`src/hw/ifu_pkg.sv`:
```
package ifu_pkg;

    // fetch datapath widths
    localparam int INST_ADDR_W = 32;    // fetch address
    localparam int INST_DATA_W = 32;    // one instruction word
    localparam int AXI_ID_W    = 2;     // ARID / RID
    localparam int AXI_RESP_W  = 2;     // RRESP

    // queue sizes
    localparam int ADDR_Q_DEPTH   = 4;  // outstanding reads
    localparam int INST_BUF_DEPTH = 4;  // words held under stall

    // pointer widths derived from the depths
    localparam int ADDR_Q_PTR_W   = $clog2(ADDR_Q_DEPTH);
    localparam int INST_BUF_PTR_W = $clog2(INST_BUF_DEPTH);

    // program counter
    localparam logic [INST_ADDR_W-1:0] RESET_PC = 32'h8000_0000;  // boot address
    localparam logic [INST_ADDR_W-1:0] PC_STEP  = 32'd4;          // one word per fetch

    // rresp[1] set means SLVERR or DECERR
    localparam int RRESP_ERR_BIT = 1;

    // queue operation, encoded as {push, pop}
    typedef enum logic [1:0] {
        FIFO_NOP      = 2'b00,
        FIFO_POP      = 2'b01,
        FIFO_PUSH     = 2'b10,
        FIFO_PUSH_POP = 2'b11
    } fifo_op_e;

endpackage

```
`src/hw/ifu_pc_gen.sv`:
```
`timescale 1ns/1ps

module ifu_pc_gen
    import ifu_pkg::*;
(
    input  logic                   clk,
    input  logic                   rst_n,
    input  logic                   jump_i,         // one-cycle redirect strobe
    input  logic [INST_ADDR_W-1:0] jump_target_i,  // new fetch address
    input  logic                   ar_fire_i,      // read address accepted this cycle
    output logic [INST_ADDR_W-1:0] pc_o
);

    logic [INST_ADDR_W-1:0] pc_q;
    logic [INST_ADDR_W-1:0] pc_next;

    // next fetch address
    // jump wins over a sequential step
    always_comb begin
        pc_next = pc_q;
        if (jump_i) begin
            pc_next = jump_target_i;
        end else if (ar_fire_i) begin
            pc_next = pc_q + PC_STEP;  // next sequential word
        end
    end

    always_ff @(posedge clk) begin
        if (!rst_n) begin
            pc_q <= RESET_PC;  // boot vector
        end else begin
            pc_q <= pc_next;
        end
    end

    assign pc_o = pc_q;  // also the live araddr

endmodule

```
`src/hw/ifu_addr_queue.sv`:
```
`timescale 1ns/1ps

module ifu_addr_queue
    import ifu_pkg::*;
(
    input  logic                   clk,
    input  logic                   rst_n,
    input  logic                   flush_i,      // drop everything outstanding
    input  logic                   push_i,       // ar handshake
    input  logic [INST_ADDR_W-1:0] push_addr_i,
    input  logic                   pop_i,        // response consumed
    output logic [INST_ADDR_W-1:0] head_addr_o,  // oldest outstanding address
    output logic                   empty_o,
    output logic                   full_o
);

    logic [INST_ADDR_W-1:0]  mem [ADDR_Q_DEPTH];  // address storage
    logic [ADDR_Q_PTR_W-1:0] rd_ptr;
    logic [ADDR_Q_PTR_W-1:0] wr_ptr;
    logic [ADDR_Q_PTR_W:0]   count;               // one extra bit for full
    logic                    do_push;
    logic                    do_pop;
    fifo_op_e                op;

    assign empty_o = (count == '0);
    assign full_o  = (count == (ADDR_Q_PTR_W+1)'(ADDR_Q_DEPTH));

    // guard strobes against overflow and underflow
    assign do_push = push_i && !full_o;
    assign do_pop  = pop_i && !empty_o;
    assign op      = fifo_op_e'({do_push, do_pop});

    // pointers and count
    always_ff @(posedge clk) begin
        if (!rst_n || flush_i) begin
            rd_ptr <= '0;
            wr_ptr <= '0;
            count  <= '0;
        end else begin
            case (op)
                FIFO_PUSH: begin
                    wr_ptr <= (wr_ptr == ADDR_Q_PTR_W'(ADDR_Q_DEPTH-1)) ? '0 : wr_ptr + 1'b1;
                    count  <= count + 1'b1;
                end
                FIFO_POP: begin
                    rd_ptr <= (rd_ptr == ADDR_Q_PTR_W'(ADDR_Q_DEPTH-1)) ? '0 : rd_ptr + 1'b1;
                    count  <= count - 1'b1;
                end
                FIFO_PUSH_POP: begin  // count unchanged
                    wr_ptr <= (wr_ptr == ADDR_Q_PTR_W'(ADDR_Q_DEPTH-1)) ? '0 : wr_ptr + 1'b1;
                    rd_ptr <= (rd_ptr == ADDR_Q_PTR_W'(ADDR_Q_DEPTH-1)) ? '0 : rd_ptr + 1'b1;
                end
                default: ;            // FIFO_NOP, hold
            endcase
        end
    end

    // storage write, payload only
    always_ff @(posedge clk) begin
        if (do_push) begin
            mem[wr_ptr] <= push_addr_i;
        end
    end

    assign head_addr_o = mem[rd_ptr];  // combinational head

endmodule

```
`src/hw/ifu_inst_buffer.sv`:
```
`timescale 1ns/1ps

module ifu_inst_buffer
    import ifu_pkg::*;
(
    input  logic                   clk,
    input  logic                   rst_n,
    input  logic                   flush_i,     // jump, drop buffered words
    input  logic [AXI_ID_W-1:0]    cur_id_i,    // id of the live fetch stream
    input  logic                   stall_i,     // decoder cannot take a word
    input  logic [AXI_ID_W-1:0]    r_id_i,
    input  logic [INST_DATA_W-1:0] r_data_i,
    input  logic [AXI_RESP_W-1:0]  r_resp_i,
    input  logic                   r_valid_i,
    output logic                   r_ready_o,
    output logic                   beat_o,      // good beat of current stream
    output logic                   error_o,     // error seen, held until reset
    output logic                   pop_o,       // head handed to the decoder
    output logic                   empty_o,
    output logic [INST_DATA_W-1:0] data_o       // buffer head
);

    logic [INST_DATA_W-1:0]    mem [INST_BUF_DEPTH];
    logic [INST_BUF_PTR_W-1:0] rd_ptr;
    logic [INST_BUF_PTR_W-1:0] wr_ptr;
    logic [INST_BUF_PTR_W:0]   count;
    logic                      full;
    logic                      r_fire;    // r handshake
    logic                      id_match;  // beat belongs to current stream
    logic                      err_beat;
    logic                      err_q;     // sticky error
    logic                      push;
    fifo_op_e                  op;

    assign empty_o = (count == '0);
    assign full    = (count == (INST_BUF_PTR_W+1)'(INST_BUF_DEPTH));

    // stale ids still get ready, they are just ignored
    assign r_ready_o = !full;
    assign r_fire    = r_valid_i && r_ready_o;
    assign id_match  = (r_id_i == cur_id_i);

    // beat classification
    assign beat_o   = r_fire && id_match && !r_resp_i[RRESP_ERR_BIT];
    assign err_beat = r_fire && id_match && r_resp_i[RRESP_ERR_BIT];

    // park the beat under stall, or behind older words to keep order
    assign push  = beat_o && (stall_i || !empty_o);
    assign pop_o = !stall_i && !empty_o;  // oldest word goes out first
    assign op    = fifo_op_e'({push, pop_o});

    always_ff @(posedge clk) begin
        if (!rst_n || flush_i) begin
            rd_ptr <= '0;
            wr_ptr <= '0;
            count  <= '0;
        end else begin
            case (op)
                FIFO_PUSH: begin
                    wr_ptr <= (wr_ptr == INST_BUF_PTR_W'(INST_BUF_DEPTH-1)) ? '0 : wr_ptr + 1'b1;
                    count  <= count + 1'b1;
                end
                FIFO_POP: begin
                    rd_ptr <= (rd_ptr == INST_BUF_PTR_W'(INST_BUF_DEPTH-1)) ? '0 : rd_ptr + 1'b1;
                    count  <= count - 1'b1;
                end
                FIFO_PUSH_POP: begin
                    wr_ptr <= (wr_ptr == INST_BUF_PTR_W'(INST_BUF_DEPTH-1)) ? '0 : wr_ptr + 1'b1;
                    rd_ptr <= (rd_ptr == INST_BUF_PTR_W'(INST_BUF_DEPTH-1)) ? '0 : rd_ptr + 1'b1;
                end
                default: ;
            endcase
        end
    end

    // word storage
    always_ff @(posedge clk) begin
        if (push) begin
            mem[wr_ptr] <= r_data_i;
        end
    end

    // error flag, only reset clears it
    always_ff @(posedge clk) begin
        if (!rst_n) begin
            err_q <= 1'b0;
        end else if (err_beat) begin
            err_q <= 1'b1;
        end
    end

    assign error_o = err_q || err_beat;  // visible in the beat cycle already
    assign data_o  = mem[rd_ptr];

endmodule

```
`src/hw/ifu_fetch_ctrl.sv`:
```
`timescale 1ns/1ps

module ifu_fetch_ctrl
    import ifu_pkg::*;
(
    input  logic                   clk,
    input  logic                   rst_n,
    input  logic                   stall_i,
    input  logic                   jump_i,
    input  logic                   ar_ready_i,
    input  logic [INST_ADDR_W-1:0] pc_i,            // current fetch address
    input  logic [INST_ADDR_W-1:0] aq_head_addr_i,
    input  logic                   aq_empty_i,
    input  logic                   aq_full_i,
    input  logic                   ib_beat_i,
    input  logic                   ib_error_i,
    input  logic                   ib_pop_i,
    input  logic                   ib_empty_i,
    input  logic [INST_DATA_W-1:0] ib_data_i,
    input  logic [INST_DATA_W-1:0] r_data_i,        // live beat data
    output logic [AXI_ID_W-1:0]    ar_id_o,
    output logic                   ar_valid_o,
    output logic                   ar_fire_o,
    output logic                   aq_push_o,
    output logic                   aq_pop_o,
    output logic                   flush_o,
    output logic [INST_DATA_W-1:0] inst_data_o,
    output logic [INST_ADDR_W-1:0] inst_addr_o,
    output logic                   inst_valid_o,
    output logic                   pc_stall_o
);

    logic [AXI_ID_W-1:0] id_q;        // stream id, bumped per jump
    logic                err_seen_q;  // error flag one cycle late
    logic                err_pop;     // first error beat retires its address
    logic                live_deliver;
    logic                consume;     // one response leaves the address stream
    logic                same_cycle;  // response meets its own ar handshake

    // issue only when nothing waits in the buffer
    assign ar_valid_o = !stall_i && !jump_i && !aq_full_i && ib_empty_i;
    assign ar_fire_o  = ar_valid_o && ar_ready_i;
    assign ar_id_o    = id_q;
    assign flush_o    = jump_i;  // clears both queues

    // bypass the buffer when it is empty and the decoder is free
    assign live_deliver = ib_beat_i && ib_empty_i && !stall_i;
    assign inst_valid_o = (ib_pop_i || live_deliver) && !jump_i;  // nothing in jump cycle

    // error beat consumes an address without a delivery
    // rising edge of the held flag, so it fires in the beat cycle
    assign err_pop = ib_error_i && !err_seen_q;
    assign consume = inst_valid_o || err_pop;

    // queue empty and response now, so it answers the address just issued
    assign same_cycle = ar_fire_o && aq_empty_i && consume;
    assign aq_push_o  = ar_fire_o && !same_cycle;
    assign aq_pop_o   = consume && !aq_empty_i;

    // pair word with address
    assign inst_data_o = ib_empty_i ? r_data_i : ib_data_i;
    assign inst_addr_o = aq_empty_i ? pc_i : aq_head_addr_i;  // pc when bypassing

    // hold the pc while ar waits, queue full or words parked
    assign pc_stall_o = (ar_valid_o && !ar_ready_i) || aq_full_i || !ib_empty_i;

    always_ff @(posedge clk) begin
        if (!rst_n) begin
            id_q       <= '0;
            err_seen_q <= 1'b0;
        end else begin
            err_seen_q <= ib_error_i;
            if (jump_i) begin
                id_q <= id_q + 1'b1;  // old responses no longer match
            end
        end
    end

endmodule

```
`src/hw/ifu_top.sv`:
```
`timescale 1ns/1ps

module ifu_top
    import ifu_pkg::*;
(
    input  logic                   clk,
    input  logic                   rst_n,
    // axi read address
    output logic [AXI_ID_W-1:0]    ar_id_o,
    output logic [INST_ADDR_W-1:0] ar_addr_o,
    output logic                   ar_valid_o,
    input  logic                   ar_ready_i,
    // axi read data
    input  logic [AXI_ID_W-1:0]    r_id_i,
    input  logic [INST_DATA_W-1:0] r_data_i,
    input  logic [AXI_RESP_W-1:0]  r_resp_i,
    input  logic                   r_valid_i,
    output logic                   r_ready_o,
    // core side
    input  logic                   stall_i,
    input  logic                   jump_i,
    input  logic [INST_ADDR_W-1:0] jump_target_i,
    output logic [INST_DATA_W-1:0] inst_data_o,
    output logic [INST_ADDR_W-1:0] inst_addr_o,
    output logic                   inst_valid_o,
    output logic                   pc_stall_o,
    output logic                   read_resp_error_o
);

    logic                   ar_fire;
    logic [INST_ADDR_W-1:0] pc;
    logic                   aq_push;
    logic                   aq_pop;
    logic                   flush;         // shared by both queues
    logic [INST_ADDR_W-1:0] aq_head_addr;
    logic                   aq_empty;
    logic                   aq_full;
    logic                   ib_beat;
    logic                   ib_pop;
    logic                   ib_empty;
    logic [INST_DATA_W-1:0] ib_data;

    assign ar_addr_o = pc;  // araddr is the pc itself

    ifu_pc_gen u_pc_gen (
        .clk           (clk),
        .rst_n         (rst_n),
        .jump_i        (jump_i),
        .jump_target_i (jump_target_i),
        .ar_fire_i     (ar_fire),
        .pc_o          (pc)
    );

    ifu_addr_queue u_addr_queue (
        .clk         (clk),
        .rst_n       (rst_n),
        .flush_i     (flush),
        .push_i      (aq_push),
        .push_addr_i (pc),
        .pop_i       (aq_pop),
        .head_addr_o (aq_head_addr),
        .empty_o     (aq_empty),
        .full_o      (aq_full)
    );

    // cur_id comes straight from the arid register
    ifu_inst_buffer u_inst_buffer (
        .clk       (clk),
        .rst_n     (rst_n),
        .flush_i   (flush),
        .cur_id_i  (ar_id_o),
        .stall_i   (stall_i),
        .r_id_i    (r_id_i),
        .r_data_i  (r_data_i),
        .r_resp_i  (r_resp_i),
        .r_valid_i (r_valid_i),
        .r_ready_o (r_ready_o),
        .beat_o    (ib_beat),
        .error_o   (read_resp_error_o),
        .pop_o     (ib_pop),
        .empty_o   (ib_empty),
        .data_o    (ib_data)
    );

    ifu_fetch_ctrl u_fetch_ctrl (
        .clk            (clk),
        .rst_n          (rst_n),
        .stall_i        (stall_i),
        .jump_i         (jump_i),
        .ar_ready_i     (ar_ready_i),
        .pc_i           (pc),
        .aq_head_addr_i (aq_head_addr),
        .aq_empty_i     (aq_empty),
        .aq_full_i      (aq_full),
        .ib_beat_i      (ib_beat),
        .ib_error_i     (read_resp_error_o),
        .ib_pop_i       (ib_pop),
        .ib_empty_i     (ib_empty),
        .ib_data_i      (ib_data),
        .r_data_i       (r_data_i),
        .ar_id_o        (ar_id_o),
        .ar_valid_o     (ar_valid_o),
        .ar_fire_o      (ar_fire),
        .aq_push_o      (aq_push),
        .aq_pop_o       (aq_pop),
        .flush_o        (flush),
        .inst_data_o    (inst_data_o),
        .inst_addr_o    (inst_addr_o),
        .inst_valid_o   (inst_valid_o),
        .pc_stall_o     (pc_stall_o)
    );

endmodule

```
`config.mk`:
```
export PLATFORM = sky130hd
export DESIGN_NAME = ifu_top
export DESIGN_NICKNAME = d
export VERILOG_FILES = /design/src/hw/ifu_pkg.sv /design/src/hw/ifu_pc_gen.sv /design/src/hw/ifu_addr_queue.sv /design/src/hw/ifu_inst_buffer.sv /design/src/hw/ifu_fetch_ctrl.sv /design/src/hw/ifu_top.sv
export SDC_FILE = /design/constraint.sdc
export NUM_CORES = 1
export LEC_CHECK = 0
export BUFFER_PORTS_ARGS = -buffer_cell sky130_fd_sc_hd__buf_4
export CORE_MARGIN = 1.5
export CORE_UTILIZATION = 60
export CTS_CLUSTER_DIAMETER = 30
export DETAILED_ROUTE_END_ITERATION = 8
export PLACE_DENSITY = 0.83
export SYNTH_ARGS = -nofsm -noshare
export SYNTH_HDL_FRONTEND = slang
export SYNTH_SLANG_ARGS = --single-unit
```
`constraint.sdc`:
```
create_clock -name clk -period 5.45 [get_ports clk]
set_input_delay 1.09 -clock clk [delete_from_list [all_inputs] [get_ports clk]]
set_output_delay 1.09 -clock clk [all_outputs]
set_load 0.1 [all_outputs]
```
==> results of run 1 <==
synthesized netlist by cell type (13+ instances only):
cell	instances	area share [%]
a21oi_1	22	0.85
and2_1	13	0.63
clkbuf_1	30	0.87
dfxtp_1	54	8.4
edfxtp_1	256	59
ha_1	17	1.6
inv_1	19	0.55
mux2_2	33	2.9
mux4_2	64	11
nand2_1	109	3.2
nand3_1	13	0.50
nand4_1	13	0.63
nor2_1	23	0.67
o21ai_0	36	1.4
xnor2_1	13	0.88
critical path: cells and delay by family (launching register included):
family	cells	cell delay, ps
flops	1	830
mux	2	860
buf+inv	2	670
state kept, by name, summed over array words and instances (netlist names), named ones only:
| signal | cells |
|---|---|
| u_addr_queue.rd_ptr | 2 |
| u_pc_gen.pc_o | 32 |
| u_inst_buffer.mem | 128 |
| u_inst_buffer.err_q | 1 |
| u_inst_buffer.wr_ptr | 2 |
| u_addr_queue.mem | 128 |
| u_fetch_ctrl.err_seen_q | 1 |
| u_fetch_ctrl.ar_id_o | 2 |
| u_inst_buffer.count | 3 |
| u_addr_queue.count | 3 |
| u_addr_queue.wr_ptr | 2 |
| u_inst_buffer.rd_ptr | 2 |
power groups by stage:
stage / Clock (mW) / Sequential (mW) / Combinational, mW
finish: 3.41 / 2.66 / 0.689
CTS: 3.43 / 2.66 / 0.688
global placement: 0 / 2.70 / 0.671
global route: 3.54 / 2.66 / 0.710
detailed placement: 0 / 2.70 / 0.680
floorplan: 0 / 2.81 / 0.387
metal layers:
metal	part of all wire, %	wire length, um	vias to the layer above	track usage [%]
met3	8.3	2660	89	5.88
met2	51	16400	507	48.7
met4	3.6	1160	0	14.0
met5	0	0	-	0
met1	37	11700	4095	36.7
li1	-	-	3605	-
cells in the final DEF, fill, tap and decap left out, drive strengths merged, types with 4 or more instances in the layout:
| master | n |
|---|---|
| a21oi | 22 |
| mux2i | 5 |
| a211oi | 4 |
| clkinv | 20 |
| nor2 | 23 |
| xor2 | 12 |
| mux4 | 64 |
| or3 | 8 |
| mux2 | 33 |
| nand4 | 14 |
| ha | 17 |
| dfxtp | 54 |
| nand2 | 109 |
| and4 | 6 |
| inv | 33 |
| and3 | 4 |
| xnor2 | 13 |
| nor2b | 4 |
| edfxtp | 256 |
| nand3 | 13 |
| nor4 | 7 |
| clkbuf | 61 |
| buf | 193 |
| a31oi | 5 |
| nor3 | 13 |
| and2 | 13 |
| o21ai | 36 |
| bufinv | 6 |
logic make-up after synthesis:
group	after synthesis	share of synthesized area [%]
buffers and inverters	62	2.01
flip-flops	310	67.8
AND/OR/NAND/NOR	223	8.53
AO/OA/AOI/OAI	81	3.60
XOR/XNOR	25	1.69
multiplexers	102	14.4
adder cells (fa/ha/maj)	19	1.95
per-stage QoR:
step,instances,util [%]
6_report,1351,77.8
2_1_floorplan,822,-
3_5_place_dp,1247,69.0
4_1_cts,1351,77.8
3_3_place_gp,1247,69.0
5_1_grt,1351,77.8
final cells by class:
cell class                 count  share of cell area (%)
multi-input combinational    450                    23.8
sequential                   310                    53.4
inverter                      19                   0.434
clock inverter                43                    2.74
tap                          275                    2.10
timing repair buffer         193                    8.83
clock buffer                  61                    8.65
worst paths after layout:
kind | slack, ps | to | cells past startpoint
hold reg to reg | 510 | flip-flop | 2
setup reg to reg | 1910 | u_addr_queue.count[2]$_SDFFE_PP0P_ | 11
setup / recovery | 1430 | inst_addr_o[9] | 4
hold / removal | 510 | flip-flop | 2
==> flow_summary_export.csv, run 1 <==
group,metric,value,unit
pwr,leakagePower,5.94,nW
route,dr.pass1.iters,5,
clock_network,cts_tree,"built",
critical_path,cp_max_fo,20,
timing,tns,0,ps
pwr,p_switching,1.80,mW
final_layout,area_growth,26.9,%
route,drc_errors,0,
pwr,power.total,6.76,mW
synth,ys_seq_area_share,67.8,%
clock_network,clk_pin_slew,60,ps
timing,finClkSkew,26.1,ps
timing,finalHoldViolations,0,
synth,syn_inst,822,
clock_network,cts_num_sinks,310,
clock_network,ctsResizeCount,0,
grt,antenna_found_initial,0,
synth,ys_ff_latch,310,
run,maxCapViolCount,0,
clock_network,cts_root_buf,"clkbuf_16",
critical_path,r2r-start,"u_inst_buffer.count[2]$_SDFFE_PP0P_",
route,drt-wirelength-per-cell,23.6,um
placement,place_ws,1530,ps
synth,synthesis.area,12900,sq um
synth,async_reset_ff_share,0,%
grt,overflow,0,
critical_path,cp.arrival,2930,ps
critical_path,crit_path_end_kind,"output pin",
critical_path,start_kind,"flip-flop",
clock_network,hold_buffers,0,
route,totalWireLength,31900,um
die,num_rows,53,
synth,synth_cell_types,48,
synth,synth_ff_type,"edfxtp_1",
die,io-pin-count,177,
critical_path,crit_chain,"buf_4, mux4_2, mux2_2, buf_4",
critical_path,setup.worst_path.class,"flip-flop to output pin",
final_layout,diodes,0,
pwr,swShare,26.6,%
route,vias,8296,
grt,grt_use_total,29.1,%
timing,setup_viol,0,
placement,port_buffers,175,
pwr,vdd_drop_max,0.000341,V
route,drt.antenna.violating_nets,0,
final_layout,drive_gt1_share,36.4,%
timing,timing.final.ws_setup,1430,ps
die,die_y,150,um
grt,grt_first_pass_wirelength,48900,um
timing,drv_slew,0,
clock_network,insertion_delay,570,ps
critical_path,crit_top_cell,"buf_4",
synth,avgSynthCellArea,15.7,sq um
synth,ys.warnings.count,0,
pwr,p_comb_share,10.2,%
critical_path,cp.required,4360,ps
clock_network,htreeDepth,2,
grt,grt_pass1_vias,8717,
critical_path,slowest_stage,"dfxtp_2",
route,drtIter0Drc,753,
die,dieArea,22400,sq um
grt,grt_start_max_net_pins,42,
clock_network,cts_buffer_depth,3,
outcome,status,"completed",
die,coreArea,21100,sq um
die,initial_core_util,61.3,%
timing,fin_crit,4020,ps
final_layout,fillers,1097,
placement,postPlaceCellArea,14500,sq um
pwr,pwr-share-seq,39.4,%
synth,synth_nets,915,
die,dieWidth,150,um
final_layout,final_cell_area,16400,sq um
final_layout,multiInputGateArea,3910,sq um
pwr,internal-power,4.96,mW
final_layout,nets,1122,
min_path,worstHoldPathType,"flip-flop to flip-flop",
timing,fmax,249,MHz
timing,rsz0062_at_grt,"false",
critical_path,cp_slowest_stage_delay,830,ps
timing,worst_pin_slew,889,ps
synth,synth_edf_count,256,
timing,slew_headroom,40.4,%
placement,gp_congestion,0.808,
pwr,pwr-share-clk,50.4,%
timing,holdWs,506,ps
clock_network,cts_setup_buffers,0,
pwr,power_density,412,nW/um^2
clock_network,cts_made_buffers,55,
timing,fin_crit_sh,73.8,%
min_path,holdCritStartpoint,"u_inst_buffer.rd_ptr[1]$_SDFFE_PP0N_",
route,post_drt_via_cell_ratio,6.14,
final_layout,seqCellArea,8770,sq um
placement,dp_hpwl,17600,um
Note: power is estimated with default switching activity, not from simulation.
==> run 2: changes to the inputs <==
--- a/config.mk
+++ b/config.mk
@@ -7,10 +7,10 @@
 export LEC_CHECK = 0
 export BUFFER_PORTS_ARGS = -buffer_cell sky130_fd_sc_hd__buf_4
 export CORE_MARGIN = 1.5
-export CORE_UTILIZATION = 60
+export CORE_UTILIZATION = 57
 export CTS_CLUSTER_DIAMETER = 30
 export DETAILED_ROUTE_END_ITERATION = 8
-export PLACE_DENSITY = 0.83
+export PLACE_DENSITY = 0.79
 export SYNTH_ARGS = -nofsm -noshare
 export SYNTH_HDL_FRONTEND = slang
 export SYNTH_SLANG_ARGS = --single-unit
==> constraint.sdc (replaced) <==
create_clock -name clk -period 4.18 [get_ports clk]
set_input_delay 0.836 -clock clk [delete_from_list [all_inputs] [get_ports clk]]
set_output_delay 0.836 -clock clk [all_outputs]
set_load 0.1 [all_outputs]
==> run 2 against run 1 <==
Net effect:
- clock skew decreased by 0.59 ps
- worst hold slack got worse by 0.61 ps
- global-route usage decreased by 4.4 points
- register-to-register slack got worse by 780 ps
- combinational power increased by 29%
- non-clock buffer count decreased by 1
- critical path depth unchanged
- sequential share of layout area increased by 0.55 points
- die area increased by 5.2%
- routed wire length decreased by 10%
- total power increased by 23%
- critical endpoint is now pc_stall_o
==> flow_summary_export.csv, run 2 (synthesis gave the netlist of run 1 again) <==
group,metric,value,unit
outcome,status,"completed",
grt,grt_start_max_net_pins,43,
clock_network,cts_num_sinks,310,
critical_path,cp.required,3340,ps
run,maxCapViolCount,0,
route,drt.antenna.violating_nets,0,
die,dieArea,23600,sq um
clock_network,cts_tree,"built",
critical_path,slowest_stage,"or3_2",
grt,grt_pass1_vias,8124,
timing,timing.final.ws_setup,652,ps
grt,grt_use_total,24.8,%
final_layout,final_cell_mix,"edfxtp_1 (256), buf_4 (189), nand2_1 (109), mux4_2 (64), dfxtp_1 (52)",
min_path,worstHoldPathType,"primary input to flip-flop",
route,vias,7907,
grt,grt_first_pass_wirelength,44900,um
die,die_y,154,um
placement,gp_congestion,0.753,
timing,slew_headroom,45.9,%
clock_network,cts_buffer_depth,3,
critical_path,path_buf_inv,1,
timing,drv_slew,0,
clock_network,clk_pin_slew,60,ps
final_layout,drive_gt1_share,36.2,%
pwr,vdd_drop_max,0.000405,V
placement,dp_hpwl,17100,um
route,totalWireLength,28600,um
final_layout,fillers,1358,
pwr,leakagePower,5.82,nW
min_path,holdCritStartpoint,"r_data_i[12]",
critical_path,start_kind,"flip-flop",
clock_network,cts_setup_buffers,0,
critical_path,crit_path_end_kind,"output pin",
timing,finClkSkew,25.5,ps
timing,finalHoldViolations,0,
timing,setup_viol,0,
timing,fin_crit,3530,ps
critical_path,cp.arrival,2690,ps
timing,tns,0,ps
grt,antenna_found_initial,0,
final_layout,layout_commonest_cell,"edfxtp_1",
final_layout,diodes,0,
clock_network,cts_root_buf,"clkbuf_16",
clock_network,ctsResizeCount,0,
clock_network,htreeDepth,2,
die,initial_core_util,58.7,%
die,dieWidth,154,um
critical_path,crit_family,"simple AND/OR/NAND/NOR gates",
die,io-pin-count,177,
die,coreArea,22000,sq um
clock_network,cts_made_buffers,50,
final_layout,nets,1116,
critical_path,crit_path_start,"u_inst_buffer.count[2]$_SDFFE_PP0P_",
timing,fmax,283,MHz
route,post_drt_via_cell_ratio,5.88,
clock_network,insertion_delay,540,ps
clock_network,hold_buffers,0,
route,drt-wirelength-per-cell,21.3,um
route,drtIter0Drc,560,
timing,worst_pin_slew,811,ps
route,drc_errors,0,
placement,port_buffers,175,
route,dr.pass1.iters,5,
critical_path,cp_max_fo,36,
grt,overflow,0,
timing,fin_crit_sh,84.4,%
final_layout,area_growth,25.6,%
critical_path,setup.worst_path.class,"flip-flop to output pin",
pwr,power_density,512,nW/um^2
critical_path,crit_chain,"or3_2, nor2_1, o31ai_2, buf_4",
critical_path,r2r-start,"u_inst_buffer.count[2]$_SDFFE_PP0P_",
critical_path,cp_slowest_stage_delay,870,ps
die,num_rows,54,
placement,place_ws,871,ps
timing,rsz0062_at_grt,"false",
-- run 2: power breakdown --
part / total [mW] / internal [mW] / leakage, nW / switching [mW]
sequential: 3.47 / 3.40 / 2.77 / 0.0693
combinational: 0.889 / 0.212 / 2.26 / 0.677
clock: 3.96 / 2.51 / 0.789 / 1.45
-- run 2: worst register-to-register path: cells and delay by family (launching register included) --
| kind | cells | cell delay [ps] |
|---|---|---|
| compound gates | 2 | 560 |
| xor+xnor | 1 | 160 |
| fa+ha+maj | 2 | 580 |
| buf+inv | 2 | 150 |
| flops | 1 | 350 |
| simple gates | 2 | 1180 |
-- run 2: area by class of cell --
type                            instances  area (sq um)  area share (%)
Multi-Input combinational cell        450          3930            24.2
Timing Repair Buffer                  192          1480            9.10
Clock buffer                           57          1300            7.99
Sequential cell                       310          8770            54.0
Clock inverter                         36           350            2.16
Inverter                               19          71.3           0.439
Tap cell                              280           350            2.16
-- run 2: path summary, 6_finish.rpt --
check                                        end  slack [ps]  cells past startpoint
min reg2reg  u_addr_queue.wr_ptr[1]$_SDFFE_PP0P_         510                      2
min           u_inst_buffer.mem[1][12]$_DFFE_PP_         510                      1
max reg2reg  u_inst_buffer.count[2]$_SDFFE_PP0P_        1130                      9
max                                   pc_stall_o         650                      4
-- run 2: routing by layer --
layer  GRT usage (%)  vias up  wire length (um)
met4            9.57        0               852
met2            40.5      303             14200
li1                -     3584                 -
met5               0        -                 0
met3            4.62       67              1680
met1            33.4     3953             11900
-- run 2: per-stage QoR --
step | total power, mW | util (%) | std cells | cell area (sq um) | hold WS [ps]
finish | 8.32 | 73.8 | 1344 | 16200 | 505
floorplan | 4.17 | - | 822 | 12900 | 454
global placement | 4.40 | 66.3 | 1251 | 14600 | 465
global route | 8.54 | 73.8 | 1344 | 16200 | 493
CTS | 8.37 | 73.8 | 1344 | 16200 | 491
detailed placement | 4.41 | 66.3 | 1251 | 14600 | 484
==> run 3: changes to the inputs <==
--- a/config.mk
+++ b/config.mk
@@ -7,10 +7,10 @@
 export LEC_CHECK = 0
 export BUFFER_PORTS_ARGS = -buffer_cell sky130_fd_sc_hd__buf_4
 export CORE_MARGIN = 1.5
-export CORE_UTILIZATION = 57
+export CORE_UTILIZATION = 52
 export CTS_CLUSTER_DIAMETER = 30
 export DETAILED_ROUTE_END_ITERATION = 8
-export PLACE_DENSITY = 0.79
+export PLACE_DENSITY = 0.76
 export SYNTH_ARGS = -nofsm -noshare
 export SYNTH_HDL_FRONTEND = slang
 export SYNTH_SLANG_ARGS = --single-unit
==> constraint.sdc (replaced) <==
create_clock -name clk -period 3.2 [get_ports clk]
set_input_delay 0.64 -clock clk [delete_from_list [all_inputs] [get_ports clk]]
set_output_delay 0.64 -clock clk [all_outputs]
set_load 0.1 [all_outputs]
==> run 3 against run 2 <==
Net effect:
- cell area increased by 2.4%
- combinational power increased by 34%
- clock-buffer cell count increased by 14
- critical path depth increased by 1
- clock skew decreased by 10 ps
- sequential share of layout area decreased by 1.3 points
- first-iteration DRC count decreased by 5.4%
- die area increased by 9.4%
- largest power group unchanged
- highest routed layer unchanged
==> flow_summary_export.csv, run 3 (synthesis gave the netlist of run 1 again) <==
group,metric,value,unit
timing,rsz0062_at_grt,"false",
clock_network,htreeDepth,2,
critical_path,path_buf_inv,3,
run,maxCapViolCount,0,
timing,worst_pin_slew,698,ps
pwr,power.total,11.3,mW
clock_network,hold_buffers,0,
timing,slew_headroom,53.4,%
placement,postPlaceCellArea,14800,sq um
placement,place_ws,372,ps
final_layout,nets,1132,
route,post_drt_via_cell_ratio,5.70,
pwr,p_switching,2.87,mW
die,io-pin-count,177,
clock_network,cts_buffer_depth,3,
route,drt.antenna.violating_nets,0,
placement,numPlacedInstances,1306,
placement,dp_hpwl,17500,um
route,drt-wirelength-per-cell,20.6,um
pwr,pwr-share-clk,49.3,%
grt,grt_first_pass_wirelength,45400,um
timing,fmax,325,MHz
pwr,p_comb_share,10.5,%
grt,grt_start_max_net_pins,38,
die,dieArea,25800,sq um
clock_network,cts_made_buffers,55,
pwr,pwr-share-seq,40.1,%
outcome,status,"completed",
clock_network,clk_pin_slew,50,ps
grt,grt_pass1_vias,8257,
grt,grt_use_total,22.9,%
timing,timing.final.ws_setup,127,ps
final_layout,final_cells,1409,
placement,gp_congestion,0.805,
clock_network,ctsResizeCount,0,
critical_path,reg2reg_depth,11,
grt,overflow,0,
die,dieWidth,161,um
die,initial_core_util,53.0,%
critical_path,crit_family,"buffers and inverters",
clock_network,cts_setup_buffers,0,
min_path,worstHoldPathType,"primary input to flip-flop",
timing,fin_crit_sh,96.0,%
clock_network,cts_num_sinks,310,
clock_network,cts_root_buf,"clkbuf_16",
final_layout,drive_gt1_share,36.8,%
route,dr.pass1.iters,5,
critical_path,setup.worst_path.class,"flip-flop to output pin",
timing,finalHoldViolations,0,
final_layout,final_cell_area,16600,sq um
critical_path,crit_path_end_kind,"output pin",
critical_path,crit_cells,5,
pwr,swShare,25.5,%
route,drc_errors,0,
route,drtIter0Drc,530,
placement,port_buffers,175,
critical_path,start_kind,"flip-flop",
pwr,internal-power,8.39,mW
grt,antenna_found_initial,0,
route,totalWireLength,29100,um
pwr,power_density,677,nW/um^2
final_layout,fin_util,68.2,%
timing,fin_crit,3070,ps
critical_path,cp_max_fo,17,
clock_network,cts_tree,"built",
die,coreArea,24400,sq um
timing,drv_slew,0,
critical_path,cp_slowest_stage_delay,400,ps
clock_network,insertion_delay,540,ps
die,num_rows,57,
die,die_y,161,um
critical_path,crit_chain,"nor3_2, buf_4, buf_4, mux2_2, buf_4",
final_layout,fillers,1644,
timing,finClkSkew,15.0,ps
final_layout,final_cell_mix,"edfxtp_1 (256), buf_4 (194), nand2_1 (109), mux4_2 (64), clkbuf_16 (57)",
critical_path,cp.required,2560,ps
timing,setup_viol,0,
critical_path,cp.arrival,2430,ps
pwr,leakagePower,5.98,nW
route,vias,8031,
final_layout,layout_commonest_cell,"edfxtp_1",
critical_path,crit_top_cell,"buf_4",
critical_path,slowest_stage,"mux2_2",
final_layout,area_growth,28.7,%
pwr,vdd_drop_max,0.000428,V
final_layout,diodes,0,
min_path,hold-path-cell-count,1,
[run 3: changes by cell type in the layout (fill, tap and decap cells not counted), sizes merged]
cell      delta
inv          -2
buf         +11
clkinvlp     -2
clkbuf      +14
[run 3: final cells by class]
type                       instances  area, sq um  area share (%)
sequential                       310         8770            52.7
multi-input combinational        450         3940            23.7
timing repair buffer             203         1640            9.84
clock buffer                      71         1520            9.13
tap                              324          405            2.44
clock inverter                    32          300            1.80
inverter                          19         71.3           0.429
[run 3: power by group through the flow]
stage,registers [mW],clock network [mW],logic [mW]
CTS,4.52,5.64,1.19
detailed placement,4.59,0,1.18
global route,4.53,5.84,1.23
global placement,4.59,0,1.17
floorplan,4.78,0,0.662
finish,4.52,5.56,1.19
[run 3: per-stage QoR]
stage	hold slack [ps]	TNS, ps
after floorplan	454	-210
after global placement	470	0
after detailed placement	488	0
after CTS	295	0
after global routing	292	0
final	313	0
[run 3: path summary, 6_finish.rpt]
check,startpoint,slack [ps],endpoint
worst max-delay path,u_addr_queue.count[0]$_SDFFE_PP0P_,130,inst_addr_o[13]
worst min-delay path,r_data_i[26],310,u_inst_buffer.mem[2][26]$_DFFE_PP_
worst max register to register,u_inst_buffer.count[2]$_SDFFE_PP0P_,430,u_inst_buffer.count[2]$_SDFFE_PP0P_
worst min register to register,u_inst_buffer.rd_ptr[0]$_SDFFE_PP0N_,500,flip-flop
[run 3: per-layer routing]
layer | routed length [um] | GRT usage, % | vias up | part of all wire [%]
li1 | - | - | 3625 | -
met1 | 11600 | 30.8 | 4014 | 40
met2 | 15000 | 38.3 | 338 | 51
met3 | 1860 | 3.46 | 54 | 6.4
met4 | 641 | 8.04 | 0 | 2.2
met5 | 0 | 0 | - | 0
